### src/design/net_cfg.svh
`ifndef NET_CFG_SVH
`define NET_CFG_SVH

// Number of distinct points that can appear in a pair
`define NET_NUM_POINTS 64

// Largest number of pairs in one stream, which also bounds the network ids
`define NET_NUM_CONNS 64

// Number of largest network sizes reported at the end
`define NET_NUM_TOP 3

`endif

### src/design/net_cmd_pkg.sv
`include "net_cfg.svh"

package net_cmd_pkg;

    localparam int POINT_W  = $clog2(`NET_NUM_POINTS);

    // Id 0 means no network, so one extra code is needed
    localparam int NET_ID_W = $clog2(`NET_NUM_CONNS + 1);

    typedef logic [POINT_W-1:0]  point_id_t;
    typedef logic [NET_ID_W-1:0] net_id_t;

    // Handling of one pair as it moves through decode and execute
    typedef enum logic [2:0] {
        IGNORE,
        NEW,
        LOOKUP,
        WR_A,
        WR_B,
        MERGE
    } net_action_t;

endpackage

### src/design/net_size_pkg.sv
`include "net_cfg.svh"

package net_size_pkg;

    // Room for a network that spans every connection plus headroom for the sum
    localparam int NET_SIZE_W = $clog2(`NET_NUM_CONNS) + 2;

    typedef logic [NET_SIZE_W-1:0] net_size_t;

    // Entry 0 holds the largest size
    typedef net_size_t [`NET_NUM_TOP-1:0] net_rank_t;

endpackage

### src/design/net_ifs.sv


// One pulse per size change, from execute to the result stage
interface size_upd_if import net_cmd_pkg::*; ();
    net_action_t action;
    net_id_t     net_a;
    net_id_t     net_b;
    net_id_t     new_id;

    modport src (output action, net_a, net_b, new_id);
    modport snk (input action, net_a, net_b, new_id);
endinterface

### src/design/net_ram.sv
`timescale 1ns/1ps

module net_ram #(
    parameter int DEPTH = 64,
    parameter int WIDTH = 8
) (
    input  logic                          clk,
    input  logic                          rst_n,
    input  logic [1:0][$clog2(DEPTH)-1:0] raddr,
    input  logic [1:0]                    ren,
    output logic [1:0][WIDTH-1:0]         rdata,
    input  logic [1:0][$clog2(DEPTH)-1:0] waddr,
    input  logic [1:0]                    wen,
    input  logic [1:0][WIDTH-1:0]         wdata
);

    logic [WIDTH-1:0] mem [DEPTH];

    // A read in the same cycle as a write to that entry returns the old contents
    always_ff @(posedge clk) begin
        for (int p = 0; p < 2; p++) begin
            if (ren[p]) begin
                rdata[p] <= mem[raddr[p]];
            end
        end
    end

    // Every entry starts at zero since zero marks an unused id or size
    always_ff @(posedge clk) begin
        if (!rst_n) begin
            for (int i = 0; i < DEPTH; i++) begin
                mem[i] <= '0;
            end
        end else begin
            // Port b is applied last so it wins on a shared address
            for (int p = 0; p < 2; p++) begin
                if (wen[p]) begin
                    mem[waddr[p]] <= wdata[p];
                end
            end
        end
    end

endmodule

### src/design/net_size_result.sv
`timescale 1ns/1ps
`include "net_cfg.svh"

module net_size_result import net_cmd_pkg::*, net_size_pkg::*; (
    input  logic      clk,
    input  logic      rst_n,
    size_upd_if.snk   su,
    input  logic      points_done,
    output logic      busy,
    output net_rank_t net_sizes,
    output logic      net_sizes_final
);

    net_action_t             s1_action;
    net_id_t                 s1_net_a;
    net_id_t                 s1_net_b;
    net_id_t                 s1_new_id;
    logic                    s2_clr;
    net_id_t                 s2_addr;
    net_id_t                 sweep_addr;
    logic                    sweep_rd;
    logic                    sweep_vld;
    net_id_t   [1:0]         sz_raddr;
    net_id_t   [1:0]         sz_waddr;
    logic      [1:0]         sz_ren;
    logic      [1:0]         sz_wen;
    net_size_t [1:0]         sz_rdata;
    net_size_t [1:0]         sz_wdata;
    net_rank_t               rank;
    net_rank_t               rank_up;
    logic [`NET_NUM_TOP-1:0] gt;
    logic [`NET_NUM_TOP-1:0] gt_prev;

    // Port a reads side a, port b reads side b or the sweep entry
    assign sz_ren[0]   = (su.action == WR_B) || (su.action == MERGE);
    assign sz_raddr[0] = su.net_a;
    assign sz_ren[1]   = sweep_rd || (su.action == WR_A) || (su.action == MERGE);
    assign sz_raddr[1] = sweep_rd ? sweep_addr : su.net_b;

    always_ff @(posedge clk) begin
        if (!rst_n) begin
            s1_action <= IGNORE;
            s2_clr    <= 1'b0;
        end else begin
            s1_action <= su.action;
            s2_clr    <= (s1_action == MERGE);
        end
    end

    always_ff @(posedge clk) begin
        s1_net_a  <= su.net_a;
        s1_net_b  <= su.net_b;
        s1_new_id <= su.new_id;
        s2_addr   <= s1_net_b;
    end

    // Port a writes the new or grown size once the old sizes are back
    always_comb begin
        sz_wen[0]   = 1'b1;
        sz_waddr[0] = s1_new_id;
        sz_wdata[0] = net_size_t'(2);
        case (s1_action)
            NEW:   sz_wdata[0] = net_size_t'(2);
            WR_A: begin
                sz_waddr[0] = s1_net_b;
                sz_wdata[0] = sz_rdata[1] + 1'b1;
            end
            WR_B: begin
                sz_waddr[0] = s1_net_a;
                sz_wdata[0] = sz_rdata[0] + 1'b1;
            end
            MERGE: sz_wdata[0] = sz_rdata[0] + sz_rdata[1];
            default: sz_wen[0] = 1'b0;
        endcase
    end

    // Port b clears the two merged-away entries over two cycles
    assign sz_wen[1]   = (s1_action == MERGE) || s2_clr;
    assign sz_waddr[1] = s2_clr ? s2_addr : s1_net_a;
    assign sz_wdata[1] = '0;

    assign busy = (s1_action != IGNORE) || s2_clr;

    assign sweep_rd = points_done && (sweep_addr != net_id_t'(`NET_NUM_CONNS + 1));

    always_ff @(posedge clk) begin
        if (!rst_n) begin
            sweep_addr      <= '0;
            sweep_vld       <= 1'b0;
            net_sizes_final <= 1'b0;
        end else begin
            if (sweep_rd) begin
                sweep_addr <= sweep_addr + 1'b1;
            end
            sweep_vld <= sweep_rd;
            if (sweep_vld && !sweep_rd) begin
                net_sizes_final <= 1'b1;
            end
        end
    end

    // Ranking stays descending so gt is set from the insert point downward
    always_comb begin
        rank_up = '0;
        gt_prev = '0;
        for (int i = 0; i < `NET_NUM_TOP; i++) begin
            gt[i] = sz_rdata[1] > rank[i];
        end
        for (int i = 1; i < `NET_NUM_TOP; i++) begin
            gt_prev[i] = gt[i-1];
            rank_up[i] = rank[i-1];
        end
    end

    always_ff @(posedge clk) begin
        if (!rst_n) begin
            rank <= '0;
        end else if (sweep_vld && sz_rdata[1] != '0) begin
            for (int i = 0; i < `NET_NUM_TOP; i++) begin
                if (gt[i]) begin
                    rank[i] <= gt_prev[i] ? rank_up[i] : sz_rdata[1];
                end
            end
        end
    end

    assign net_sizes = rank;

    net_ram #(
        .DEPTH (`NET_NUM_CONNS + 1),
        .WIDTH ($bits(net_size_t))
    ) u_size_table (
        .clk   (clk),
        .rst_n (rst_n),
        .raddr (sz_raddr),
        .ren   (sz_ren),
        .rdata (sz_rdata),
        .waddr (sz_waddr),
        .wen   (sz_wen),
        .wdata (sz_wdata)
    );

endmodule

### src/flat_wrapper.sv
// flat-port wrapper written by rule: the top's interface ports become plain ports
module net_size_result_flat import net_cmd_pkg::*, net_size_pkg::*;
  (clk, rst_n, points_done, busy, net_sizes, net_sizes_final, su_action, su_net_a, su_net_b, su_new_id);
  size_upd_if su_i ();
  input  logic clk;
  input  logic rst_n;
  input  logic points_done;
  output logic busy;
  output net_rank_t net_sizes;
  output logic net_sizes_final;
  input wire logic [$bits(su_i.action)-1:0] su_action;
  input wire logic [$bits(su_i.net_a)-1:0] su_net_a;
  input wire logic [$bits(su_i.net_b)-1:0] su_net_b;
  input wire logic [$bits(su_i.new_id)-1:0] su_new_id;
  assign su_i.action = su_action;
  assign su_i.net_a = su_net_a;
  assign su_i.net_b = su_net_b;
  assign su_i.new_id = su_new_id;
  net_size_result u_core (.clk(clk), .rst_n(rst_n), .su(su_i), .points_done(points_done), .busy(busy), .net_sizes(net_sizes), .net_sizes_final(net_sizes_final));
endmodule
### config.mk
export PLATFORM = sky130hd
export DESIGN_NAME = net_size_result_flat
export DESIGN_NICKNAME = d
export VERILOG_FILES = /design/src/design/net_cmd_pkg.sv /design/src/design/net_size_pkg.sv /design/src/design/net_ifs.sv /design/src/design/net_ram.sv /design/src/design/net_size_result.sv /design/src/flat_wrapper.sv
export VERILOG_INCLUDE_DIRS = /design/src /design/src/design
export SDC_FILE = /design/constraint.sdc
export NUM_CORES = 2
export LEC_CHECK = 0
export BUFFER_PORTS_ARGS = -buffer_cell sky130_fd_sc_hd__clkbuf_2
export CAP_MARGIN = 25
export CORE_ASPECT_RATIO = 2
export CORE_UTILIZATION = 30
export DETAILED_ROUTE_END_ITERATION = 10
export GPL_TIMING_DRIVEN = 0
export PLACE_DENSITY = 0.42
export SETUP_SLACK_MARGIN = 0.1
export SLEW_MARGIN = 15
export SYNTH_ARGS = -nofsm -noshare
export SYNTH_HDL_FRONTEND = slang
export SYNTH_HIERARCHICAL = 1
export SYNTH_SLANG_ARGS = --single-unit
### constraint.sdc
create_clock -name clk -period 5.7 [get_ports clk]
set_clock_uncertainty 0.2 [all_clocks]
set_input_delay 0.285 -clock clk [delete_from_list [all_inputs] [get_ports clk]]
set_output_delay 0.285 -clock clk [all_outputs]
set_load 0.1 [all_outputs]
==> results.json <==
{
  "area.growth.synth_to_final_pct": 15.82,
  "detailedRoute.firstIterationViolations": 5736,
  "max_cap_viol_count": 0,
  "critical_path_buf_inv_count": 4,
  "fillers": 20795,
  "yosys_register_bits": 1105,
  "post-route-drc-count": 0,
  "leakage_nw": 24.59,
  "post-synth-top-area-cell": "sky130_fd_sc_hd__edfxtp_1",
  "critPathArrivalTime_ns": 6.17,
  "worstPathMaxFanout": 11,
  "global_route.overflow_total": 0,
  "cts_tree": "yes",
  "synthTopCellsByArea": "sky130_fd_sc_hd__edfxtp_1 (48%), sky130_fd_sc_hd__mux4_2 (23%), sky130_fd_sc_hd__mux2_2 (9.1%)",
  "detail-route-antenna-nets": 0,
  "top_level_ports": 53,
  "synth_async_sr_flop_share_pct": 0,
  "drt_first_pass_iters": 6,
  "finalHoldViolCount": 0,
  "dp_hpwl_mm": 299.1,
  "first_global_vias": 48188,
  "fp.dieArea_sq_um": 218300,
  "synth_cell_type_count": 61,
  "cts_buffers": 111,
  "tritoncts_num_sinks": 1105,
  "finalCriticalPeriod_ns": 5.872,
  "cts_root_buffer": "sky130_fd_sc_hd__clkbuf_16",
  "crit_path_max_delay_cell_type": "sky130_fd_sc_hd__nor3_1",
  "width_of_the_die_um": 330.9,
  "die_h_um": 659.8,
  "vdd_ir_drop_max_mv": 0.2774,
  "critical-path-max-stage-delay_ns": 0.90,
  "place.port_buffers": 51,
  "most_repeated_cell_in_the_gate_level_netlist_after_synthesis": "sky130_fd_sc_hd__edfxtp_1",
  "slew_headroom_pct": 20.37,
  "ys.flop_type": "sky130_fd_sc_hd__edfxtp_1",
  "h-tree-depth": 3,
  "core_area_sq_um": 215300,
  "grt_pass1_wl_mm": 486.8,
  "number_of_enable_flip_flop_cells_after_synthesis": 1040,
  "minimum_setup_slack_after_placement_ns": -0.3546,
  "synthesis.area_per_instance_sq_um": 15.91,
  "detail_route.wirelength_mm": 381.8,
  "violated_checks": "setup timing",
  "syn_area_sq_um": 64910,
  "netlist_top_cells_count": "sky130_fd_sc_hd__edfxtp_1 (1040), sky130_fd_sc_hd__mux4_2 (672), sky130_fd_sc_hd__a22o_1 (535)",
  "crit_path_setup_slack_layout_ns": -0.1722,
  "setup_viol": 34,
  "critical_path_source_type": "register",
  "endpoint_kind": "register",
  "report.final.slew_viol_count": 0,
  "vias": 48692,
  "grtUsageTotal_pct": 34.77,
  "share_of_the_yosys_chip_area_belonging_to_registers_pct": 50.12,
  "path_clk_slew_ns": 0.07,
  "fin_tns_setup_ns": -2.677,
  "synthesis.yosys.warnings": 6,
  "crit_required_ns": 6.00,
  "placer_s_final_routability_congestion_estimate": 1.045,
  "insertion_delay_ns": 0.81,
  "post_synth_inst_count": 4080,
  "synth_top_cell_area_share_pct": 48.11,
  "initial_core_utilization_pct": 30.15,
  "class_of_the_most_critical_hold_timing_path": "input port to register",
  "wire_length_per_cell_after_detailed_routing_um": 51.53,
  "multi_input_area_sq_um": 30760,
  "rsz_0062_raised_after_global_routing": "true",
  "drt-vias-per-instance": 6.571,
  "worstPathCellList": "clkbuf_1 -> clkbuf_1 -> nand2_1 -> nand3b_1 -> nand2_1 -> clkbuf_1 -> nor3_1 -> nand2_1 -> clkbuf_2 -> o21ai_0 -> or2_2",
  "critical-path-top-delay-family": "simple AND/OR/NAND/NOR gates",
  "clock.fmax_mhz": 170.3,
  "grt_start_max_net_pins": 16,
  "clock_tree.buffer_depth": 3,
  "register_area_sq_um": 32530,
  "nNetsFinal": 4504,
  "antenna_violations_before_repair": 81,
  "worstSetupPathType": "register to register",
  "powerDensity_nw_per_um2": 288.6,
  "fp-row-count": 241,
  "finalCritPeriodShare_pct": 103.0,
  "drive_above_1_share_pct": 41.39,
  "worstMarginPinSlew_ns": 1.194,
  "run_status": "finished, violations left"
}
[sequential cells by signal, indices dropped and copies added (netlist names)]
name                       flops
u_core/net_sizes              24
u_core/u_size_table/mem     1024
u_core/s1_new_id               7
u_core/sweep_vld               1
u_core/s1_action               3
u_core/s2_clr                  1
u_core/u_size_table/rdata     16
u_core/s1_net_b                7
u_core/s1_net_a                7
u_core/sweep_addr              7
u_core/s2_addr                 7
u_core/net_sizes_final         1
[cells in the final DEF (no fill, tap or decap), types with 28 or more instances in the layout]
cell type                          n
sky130_fd_sc_hd__clkbuf_1        313
sky130_fd_sc_hd__clkbuf_16       112
sky130_fd_sc_hd__o221ai_1         37
sky130_fd_sc_hd__buf_4            70
sky130_fd_sc_hd__mux2_2          527
sky130_fd_sc_hd__diode_2          83
sky130_fd_sc_hd__nor2_1           75
sky130_fd_sc_hd__nand3_1          34
sky130_fd_sc_hd__nand2_1          70
sky130_fd_sc_hd__clkbuf_2        122
sky130_fd_sc_hd__dfxtp_1          65
sky130_fd_sc_hd__o21ai_0          51
sky130_fd_sc_hd__a21oi_1          29
sky130_fd_sc_hd__buf_2            89
sky130_fd_sc_hd__buf_6            30
sky130_fd_sc_hd__inv_1            33
sky130_fd_sc_hd__dlygate4sd3_1    44
sky130_fd_sc_hd__mux4_2          672
sky130_fd_sc_hd__nor3_1           70
sky130_fd_sc_hd__a22o_1          535
sky130_fd_sc_hd__ha_1             35
sky130_fd_sc_hd__or2_2            28
sky130_fd_sc_hd__nor3_2           67
sky130_fd_sc_hd__edfxtp_1       1040
[per-layer routing]
layer	vias to the layer above	share of wire, %	track usage, %
met5	-	0.041	0.04529
met4	18	13	38.33
met3	1510	6.8	7.450
met2	3449	52	61.42
met1	25604	28	30.69
li1	18111	-	-
[through the flow]
step | cells | power [mW] | hold WS, ns | cell area (sq um) | utilization, %
4_1_cts | 7298 | 21.40 | 0.01050 | 74610 | 34.65
6_report | 7410 | 21.70 | 0.02039 | 75180 | 34.92
2_1_floorplan | 4095 | 11.51 | 0.1127 | 64970 | -
5_1_grt | 7353 | 21.98 | 0.01822 | 75040 | 34.85
3_3_place_gp | 6940 | 13.24 | 0.1554 | 68720 | 31.92
3_5_place_dp | 7048 | 13.32 | 0.1533 | 70090 | 32.55
[power by group]
group	switching, mW	internal [mW]	leakage, nW
clock network	3.60	4.50	1.82
logic	2.92	1.37	12.1
registers	0.218	9.08	10.6
[path summary, 6_finish.rpt]
path / startpoint / end / slack (ns) / cells past startpoint
worst max-delay path: u_core/s1_action[0] / u_core/u_size_table/mem[24][4] / -0.17 / 11
worst max register to register: u_core/s1_action[0] / u_core/u_size_table/mem[24][4] / -0.17 / 11
worst min register to register: u_core/s1_net_b[5] / u_core/s2_addr[5] / 0.15 / 0
worst min-delay path: su_net_a[3] / u_core/s1_net_a[3] / 0.02 / 2
[cell families (layout without fill, tap and decap cells)]
group                    after synthesis  in the layout  share of synthesized area [%]
other                                  1             99                       0.005777
multiplexers                        1215           1215                          32.70
XOR/XNOR                              16             16                         0.2159
flip-flops                          1105           1105                          50.12
AO/OA/AOI/OAI                        760            760                          9.495
adder cells (fa/ha/maj)               36             36                         0.7055
AND/OR/NAND/NOR                      418            418                          3.473
buffers and inverters                529            967                          3.283
[what timing repair did]
action	in CTS	in global routing
setup buffers	1	3
hold endpoints to repair	34	0
hold buffers	44	0
resized for setup	62	52
setup endpoints to repair	301	315
[layout make-up]
cell class	instances	share of cell area [%]
sequential	1105	43.27
antenna	83	0.2763
inverter	35	0.1747
buffer	493	3.004
timing repair buffer	234	2.640
tap	2794	4.650
clock buffer	126	3.798
multi-input combinational	2461	40.92
clock inverter	79	1.268
No activity file was read; power rests on OpenSTA's default activity.
