**config.mk**
```make
export PLATFORM = sky130hd
export DESIGN_NAME = net_remap_execute_flat
export DESIGN_NICKNAME = d
export VERILOG_FILES = /design/src/design/net_cmd_pkg.sv /design/src/design/net_ifs.sv /design/src/design/net_ram.sv /design/src/design/net_remap_execute.sv /design/src/flat_wrapper.sv
export VERILOG_INCLUDE_DIRS = /design/src /design/src/design
export SDC_FILE = /design/constraint.sdc
export NUM_CORES = 2
export LEC_CHECK = 0
export BUFFER_PORTS_ARGS = -buffer_cell sky130_fd_sc_hd__buf_4
export CAP_MARGIN = 0
export CORE_UTILIZATION = 29
export CTS_CLUSTER_DIAMETER = 150
export DETAILED_ROUTE_END_ITERATION = 8
export PLACE_DENSITY = 0.41
export SLEW_MARGIN = 15
export SYNTH_ARGS = -nofsm -noshare
export SYNTH_HDL_FRONTEND = slang
export SYNTH_SLANG_ARGS = --single-unit
export TNS_END_PERCENT = 10
```
**constraint.sdc**
```tcl
create_clock -name clk -period 3.79 [get_ports clk]
set_clock_uncertainty 0.2 [all_clocks]
set_input_delay 0.758 -clock clk [delete_from_list [all_inputs] [get_ports clk]]
set_output_delay 0.758 -clock clk [all_outputs]
set_load 0.05 [all_outputs]
```
**src/design/net_cfg.svh**
```systemverilog
`ifndef NET_CFG_SVH
`define NET_CFG_SVH

// Number of distinct points that can appear in a pair
`define NET_NUM_POINTS 64

// Largest number of pairs in one stream, which also bounds the network ids
`define NET_NUM_CONNS 64

// Number of largest network sizes reported at the end
`define NET_NUM_TOP 3

`endif

```
**src/design/net_cmd_pkg.sv**
```systemverilog
`include "net_cfg.svh"

package net_cmd_pkg;

    localparam int POINT_W  = $clog2(`NET_NUM_POINTS);

    // Id 0 means no network, so one extra code is needed
    localparam int NET_ID_W = $clog2(`NET_NUM_CONNS + 1);

    typedef logic [POINT_W-1:0]  point_id_t;
    typedef logic [NET_ID_W-1:0] net_id_t;

    // Handling of one pair as it moves through decode and execute
    typedef enum logic [2:0] {
        IGNORE,
        NEW,
        LOOKUP,
        WR_A,
        WR_B,
        MERGE
    } net_action_t;

endpackage

```
**src/design/net_ifs.sv**
```systemverilog
`timescale 1ns/1ps

// Decoded pair handed from decode to execute
interface net_lookup_if import net_cmd_pkg::*; ();
    net_action_t action;
    point_id_t   point_a;
    point_id_t   point_b;
    net_id_t     net_a;
    net_id_t     net_b;
    logic        busy;

    modport src (output action, point_a, point_b, net_a, net_b, input busy);
    modport snk (input action, point_a, point_b, net_a, net_b, output busy);
endinterface

// Point table writes from execute, merged with the decode writes in decode
interface point_wr_if import net_cmd_pkg::*; ();
    logic      wen_a;
    logic      wen_b;
    point_id_t addr_a;
    point_id_t addr_b;
    net_id_t   data_a;
    net_id_t   data_b;

    modport src (output wen_a, wen_b, addr_a, addr_b, data_a, data_b);
    modport rcv (input wen_a, wen_b, addr_a, addr_b, data_a, data_b);
endinterface

// One pulse per size change, from execute to the result stage
interface size_upd_if import net_cmd_pkg::*; ();
    net_action_t action;
    net_id_t     net_a;
    net_id_t     net_b;
    net_id_t     new_id;

    modport src (output action, net_a, net_b, new_id);
    modport snk (input action, net_a, net_b, new_id);
endinterface

```
**src/design/net_ram.sv**
```systemverilog
`timescale 1ns/1ps

module net_ram #(
    parameter int DEPTH = 64,
    parameter int WIDTH = 8
) (
    input  logic                          clk,
    input  logic                          rst_n,
    input  logic [1:0][$clog2(DEPTH)-1:0] raddr,
    input  logic [1:0]                    ren,
    output logic [1:0][WIDTH-1:0]         rdata,
    input  logic [1:0][$clog2(DEPTH)-1:0] waddr,
    input  logic [1:0]                    wen,
    input  logic [1:0][WIDTH-1:0]         wdata
);

    logic [WIDTH-1:0] mem [DEPTH];

    // A read in the same cycle as a write to that entry returns the old contents
    always_ff @(posedge clk) begin
        for (int p = 0; p < 2; p++) begin
            if (ren[p]) begin
                rdata[p] <= mem[raddr[p]];
            end
        end
    end

    // Every entry starts at zero since zero marks an unused id or size
    always_ff @(posedge clk) begin
        if (!rst_n) begin
            for (int i = 0; i < DEPTH; i++) begin
                mem[i] <= '0;
            end
        end else begin
            // Port b is applied last so it wins on a shared address
            for (int p = 0; p < 2; p++) begin
                if (wen[p]) begin
                    mem[waddr[p]] <= wdata[p];
                end
            end
        end
    end

endmodule

```
**src/design/net_remap_execute.sv**
```systemverilog
`timescale 1ns/1ps
`include "net_cfg.svh"

module net_remap_execute import net_cmd_pkg::*; (
    input  logic      clk,
    input  logic      rst_n,
    net_lookup_if.snk lk,
    point_wr_if.src   pw,
    size_upd_if.src   su,
    output net_id_t   new_id
);

    logic          start;
    logic          active;
    logic          chain_done;
    logic    [1:0] rd_pend;
    logic    [1:0] live;
    net_id_t       cur_a;
    net_id_t       cur_b;
    point_id_t     pt_a;
    point_id_t     pt_b;
    net_action_t   decision;
    net_action_t   act;
    net_id_t [1:0] rm_raddr;
    net_id_t [1:0] rm_rdata;
    logic    [1:0] rm_ren;
    logic    [1:0] rm_wen;

    assign start = (lk.action == LOOKUP);

    // A side keeps walking while the entry it just read links to a newer id
    assign live[0]    = rd_pend[0] && (rm_rdata[0] != '0);
    assign live[1]    = rd_pend[1] && (rm_rdata[1] != '0);
    assign chain_done = active && (live == 2'b00);
    assign lk.busy    = active;

    assign rm_raddr[0] = start ? lk.net_a : rm_rdata[0];
    assign rm_raddr[1] = start ? lk.net_b : rm_rdata[1];
    assign rm_ren[0]   = start ? (lk.net_a != '0) : live[0];
    assign rm_ren[1]   = start ? (lk.net_b != '0) : live[1];

    always_ff @(posedge clk) begin
        if (!rst_n) begin
            active  <= 1'b0;
            rd_pend <= 2'b00;
            new_id  <= net_id_t'(1);
        end else begin
            rd_pend <= rm_ren;
            if (start) begin
                active <= 1'b1;
            end else if (chain_done) begin
                active <= 1'b0;
            end
            if (act == NEW || act == MERGE) begin
                new_id <= new_id + 1'b1;
            end
        end
    end

    always_ff @(posedge clk) begin
        if (start) begin
            cur_a <= lk.net_a;
            cur_b <= lk.net_b;
            pt_a  <= lk.point_a;
            pt_b  <= lk.point_b;
        end else begin
            if (live[0]) begin
                cur_a <= rm_rdata[0];
            end
            if (live[1]) begin
                cur_b <= rm_rdata[1];
            end
        end
    end

    // Final ids decide between joining a lone point and merging two networks
    always_comb begin
        decision = IGNORE;
        if ((cur_a == '0) != (cur_b == '0)) begin
            decision = (cur_a == '0) ? WR_A : WR_B;
        end else if (cur_a != cur_b) begin
            decision = MERGE;
        end
    end

    assign act = chain_done ? decision : ((lk.action == NEW) ? NEW : IGNORE);

    // A lone point takes the other side's network, a merge moves both to the fresh id
    assign pw.wen_a  = (act == WR_A) || (act == MERGE);
    assign pw.wen_b  = (act == WR_B) || (act == MERGE);
    assign pw.addr_a = pt_a;
    assign pw.addr_b = pt_b;
    assign pw.data_a = (act == WR_A) ? cur_b : new_id;
    assign pw.data_b = (act == WR_B) ? cur_a : new_id;

    // Both retired ids link forward to the merged network
    assign rm_wen = {2{act == MERGE}};

    assign su.action = act;
    assign su.net_a  = cur_a;
    assign su.net_b  = cur_b;
    assign su.new_id = new_id;

    net_ram #(
        .DEPTH (`NET_NUM_CONNS + 1),
        .WIDTH ($bits(net_id_t))
    ) u_remap_table (
        .clk   (clk),
        .rst_n (rst_n),
        .raddr (rm_raddr),
        .ren   (rm_ren),
        .rdata (rm_rdata),
        .waddr ({cur_b, cur_a}),
        .wen   (rm_wen),
        .wdata ({new_id, new_id})
    );

endmodule

```
**src/flat_wrapper.sv**
```systemverilog
// flat-port wrapper written by rule: the top's interface ports become plain ports
module net_remap_execute_flat import net_cmd_pkg::*;
  (clk, rst_n, new_id, lk_action, lk_point_a, lk_point_b, lk_net_a, lk_net_b, lk_busy, pw_wen_a, pw_wen_b, pw_addr_a, pw_addr_b, pw_data_a, pw_data_b, su_action, su_net_a, su_net_b, su_new_id);
  net_lookup_if lk_i ();
  point_wr_if pw_i ();
  size_upd_if su_i ();
  input  logic clk;
  input  logic rst_n;
  output net_id_t new_id;
  input wire logic [$bits(lk_i.action)-1:0] lk_action;
  input wire logic [$bits(lk_i.point_a)-1:0] lk_point_a;
  input wire logic [$bits(lk_i.point_b)-1:0] lk_point_b;
  input wire logic [$bits(lk_i.net_a)-1:0] lk_net_a;
  input wire logic [$bits(lk_i.net_b)-1:0] lk_net_b;
  output wire logic [$bits(lk_i.busy)-1:0] lk_busy;
  output wire logic [$bits(pw_i.wen_a)-1:0] pw_wen_a;
  output wire logic [$bits(pw_i.wen_b)-1:0] pw_wen_b;
  output wire logic [$bits(pw_i.addr_a)-1:0] pw_addr_a;
  output wire logic [$bits(pw_i.addr_b)-1:0] pw_addr_b;
  output wire logic [$bits(pw_i.data_a)-1:0] pw_data_a;
  output wire logic [$bits(pw_i.data_b)-1:0] pw_data_b;
  output wire logic [$bits(su_i.action)-1:0] su_action;
  output wire logic [$bits(su_i.net_a)-1:0] su_net_a;
  output wire logic [$bits(su_i.net_b)-1:0] su_net_b;
  output wire logic [$bits(su_i.new_id)-1:0] su_new_id;
  assign lk_i.action = lk_action;
  assign lk_i.point_a = lk_point_a;
  assign lk_i.point_b = lk_point_b;
  assign lk_i.net_a = lk_net_a;
  assign lk_i.net_b = lk_net_b;
  assign lk_busy = lk_i.busy;
  assign pw_wen_a = pw_i.wen_a;
  assign pw_wen_b = pw_i.wen_b;
  assign pw_addr_a = pw_i.addr_a;
  assign pw_addr_b = pw_i.addr_b;
  assign pw_data_a = pw_i.data_a;
  assign pw_data_b = pw_i.data_b;
  assign su_action = su_i.action;
  assign su_net_a = su_i.net_a;
  assign su_net_b = su_i.net_b;
  assign su_new_id = su_i.new_id;
  net_remap_execute u_core (.clk(clk), .rst_n(rst_n), .lk(lk_i), .pw(pw_i), .su(su_i), .new_id(new_id));
endmodule
```
==> key figures <==
Yosys
  • Number of synthesized flops with an enable pin: approximately 940
  • Dominant cells by area after synthesis: edfxtp_1 (57%), nand2_1 (8.8%), mux4_2 (4.9%), nor2_1 (4.3%), nand3_1 (4.0%)
  • Post-synth top area share: 0.570
  • Post-synth design cell area: roughly 50000 µm²
  • Synthesis Warnings: 0
  • #FFs+latches synth: between 900 and 1000
  • Asr flop ratio synth: 0
  • Average cell area after synthesis: between 10 and 15 µm²
  • Gate Count Post-Synth: approximately 4700
  • Top_reg_cell synth: edfxtp_1
  • Synth cell types: 68
  • Sequential-to-total area share from yosys stat: 0.574
  • Net Count, Synth: 4691
  • Largest area contributor in the netlist: edfxtp_1

Routing
  • Mean routed wirelength per cell: slightly above 30 µm
  • Wl on met1: slightly below 100 mm
  • DR top layer: met5
  • TritonRoute pass-1 iters: 7
  • DR vias: about 43000
  • Met3 wire len: roughly 18 mm
  • Remaining DRCs: 0
  • WL met2: 107 mm
  • Routed WL: 237 mm
  • Starting DRT DRC Count: about 5500
  • Antenna viol nets, final: 0
  • Vias per cell: between 5 and 6

Outcome
  • Outcome: finished with violations
  • Failing checks: setup timing

Floorplanning
  • Initial Util: 0.292
  • Core area: about 170000 µm²
  • I/O Pins: 91
  • Num rows: between 150 and 200
  • Die Y: just over 400 µm
  • Die width: 414 µm
  • Total die area: 172000 µm²

Power and ir drop
  • Total power: between 30000 and 40000 µW
  • Cell Pwr Density: just under 500 nW/µm²
  • Leakage: 0.0227 µW
  • IR drop worst, VDD: between 0.3 and 0.4 mV

Global routing
  • Aggregate global routing overflow: 0
  • Global-route usage over all layers: 0.269
  • Vias in the first global route: 40500
  • Largest net degree at the start of global routing: between 60 and 70
  • Antenna violations before repair: 11
  • First-pass GRT wire length: between 300 and 400 mm

Clocking
  • Clk_lat worst skew: just under 800 ps
  • Clk buf depth: 3
  • Clock Sinks: roughly 950
  • H-tree Lvls: 3
  • CTS Buf Count: between 100 and 150
  • Worst-path clk slew: 60 ps
  • TritonCTS clock tree: done
  • Clock root buffer: clkbuf_16

STA
  • Final hold vios: 0
  • RSZ-0062 raised after global routing: yes
  • Total Neg Setup Slack: -10160 ps
  • Relative slew slack: 0.313
  • Fin Hold WS: 196 ps
  • Fin. max-slew vios: 0
  • Max Clock Freq: ~0.22 GHz
  • Min Tclk post-route: 4460 ps
  • Final period util: 1.18
  • Final setup fails: 19
  • Least-Margin Pin Slew: 1030 ps
  • Final WS setup: -665 ps

Layout
  • # nets final: approximately 5300
  • Share of layout cells above drive strength 1: 0.241
  • Layout area overhead: 27.7%
  • Most frequent cells in the layout: nand2_1 (1145), edfxtp_1 (936), buf_4 (764), nor2_1 (548), nand3_1 (391)
  • Most common cell after layout, fill and taps aside: nand2_1
  • Cell area after layout: roughly 63000 µm²

Worst setup path
  • Crit path max-delay family: simple AND/OR/NAND/NOR gates
  • Crit path cell chain: or4_4 > o31ai_4 > nand3_4 > and3_4 > a21o_4 > buf_4 > nand2b_4 > mux2_4 > buf_8
  • CP peak stage delay: between 500 and 600 ps
  • CP Launch Type: register
  • CP bufs+invs: 2
  • Setup crit start: u_core.u_remap_table.rdata[0]
  • Critical Path Fanout Max: 7
  • Setup CP Type: register to primary output
  • WP data arrival: between 3000 and 4000 ps
  • Critical Path End Type: primary output
  • Required time of the critical path: around 2800 ps
  • Worst r2r src: u_core.u_remap_table.rdata[0]
  • Critical path's slowest cell: or4_4
  • R2R Setup Slk: 110 ps

Place
  • Dpl cell area: between 50000 and 60000 µm²
  • Port Buffers: 90
  • Routability congestion estimate: roughly 0.96
  • DP Wirelength: between 150 and 200 mm

Worst hold path
  • Min-Delay Path Class: input port to register
  • Hold_sp: lk_net_a[6]

Run
  • Max-cap viol count: 0
==> Yosys cell counts, types with 5 or more instances <==
cell	number
a2111oi_0	35
a211oi_1	14
a21oi_1	183
a22o_1	24
a22oi_1	158
a311oi_1	17
a31oi_1	48
a32oi_1	17
and2_1	11
and3_1	52
buf_1	30
buf_2	121
buf_4	43
buf_6	48
clkbuf_1	127
dfxtp_1	10
edfxtp_1	936
inv_1	8
mux2_1	7
mux2_2	8
mux2i_1	186
mux4_2	107
nand2_1	1155
nand2b_1	21
nand3_1	393
nand4_1	28
nor2_1	561
nor2b_1	6
nor3_1	47
nor3b_1	8
nor4_1	24
o21ai_0	75
o221ai_1	11
o22ai_1	55
or2_2	6
or3_1	5
or4_1	7
xnor2_1	11
==> power breakdown <==
group | switching, µW | internal (µW)
registers | 199 | 11700
clock network | 4760 | 6700
logic | 4800 | 2720
==> layer usage <==
layer | GRT usage | vias up
met4 | 0.123 | 2
met2 | 0.425 | 2222
met1 | 0.363 | 21600
met5 | 0 | -
met3 | 0.0390 | 432
li1 | - | 18400
==> final cells by class <==
| class | instances | area [µm²] |
|---|---|---|
| fillers | 16700 | 106000 |
| clock inverters | 81 | 945 |
| inverters | 13 | 83.8 |
| clock buffers | 131 | 2900 |
| diodes | 1 | 2.50 |
| repair buffers | 911 | 8310 |
| multi-input cells | 3330 | 19700 |
| flip-flops and latches | 946 | 28300 |
| well taps | 2218 | 2780 |
==> through the flow <==
stage,setup slack [ps],util,instances
after floorplan,-580,-,4658
after global placement,-1630,0.346,7395
after detailed placement,-1500,0.346,7396
after CTS,-741,0.372,7627
after global routing,-747,0.373,7630
final,-665,0.373,7631
==> repair_timing <==
action,in CTS,in global routing
pin swaps,9,8
hold endpoints to repair,12,0
resized for setup,88,18
setup endpoints to repair,318,59
setup buffers,10,3
hold buffers,12,0
==> logic make-up after synthesis <==
| family | after synthesis | synth area share |
|---|---|---|
| AO/OA/AOI/OAI | 665 | 0.0892 |
| XOR/XNOR | 13 | 0.00231 |
| adder cells (fa/ha/maj) | 2 | 0.000507 |
| buffers and inverters | 382 | 0.0429 |
| flip-flops | 946 | 0.574 |
| multiplexers | 312 | 0.0917 |
| AND/OR/NAND/NOR | 2338 | 0.200 |
==> worst paths after layout <==
kind,end,cells past startpoint
worst max-delay path,pw_data_a[6],9
worst max register to register,u_core.u_remap_table.rdata[3],14
worst min register to register,u_core.new_id[0],2
worst min-delay path,u_core.su.net_a[6],3
==> state kept, by name, indices dropped and copies added, names as in the netlist, 2 cells and up <==
signal / cells
u_core.u_remap_table.rdata: 14
u_core.rd_pend: 2
u_core.su.net_a: 7
u_core.pw.addr_b: 6
u_core.pw.addr_a: 6
u_core.new_id: 7
u_core.su.net_b: 7
u_core.u_remap_table.mem: 896
==> worst reg2reg max path: stages (launching register included) <==
cell and delay, ps:
edfxtp_1 450, buf_4 180, mux2i_4 290, buf_6 320, inv_4 120, buf_4 180, nand2_1 100, buf_12 180
buf_4 140, a21oi_1 30, a2111oi_0 580, nand2_1 260, buf_4 220, nand4_1 110, a311oi_1 50
Power figures use the tool's default switching activity.
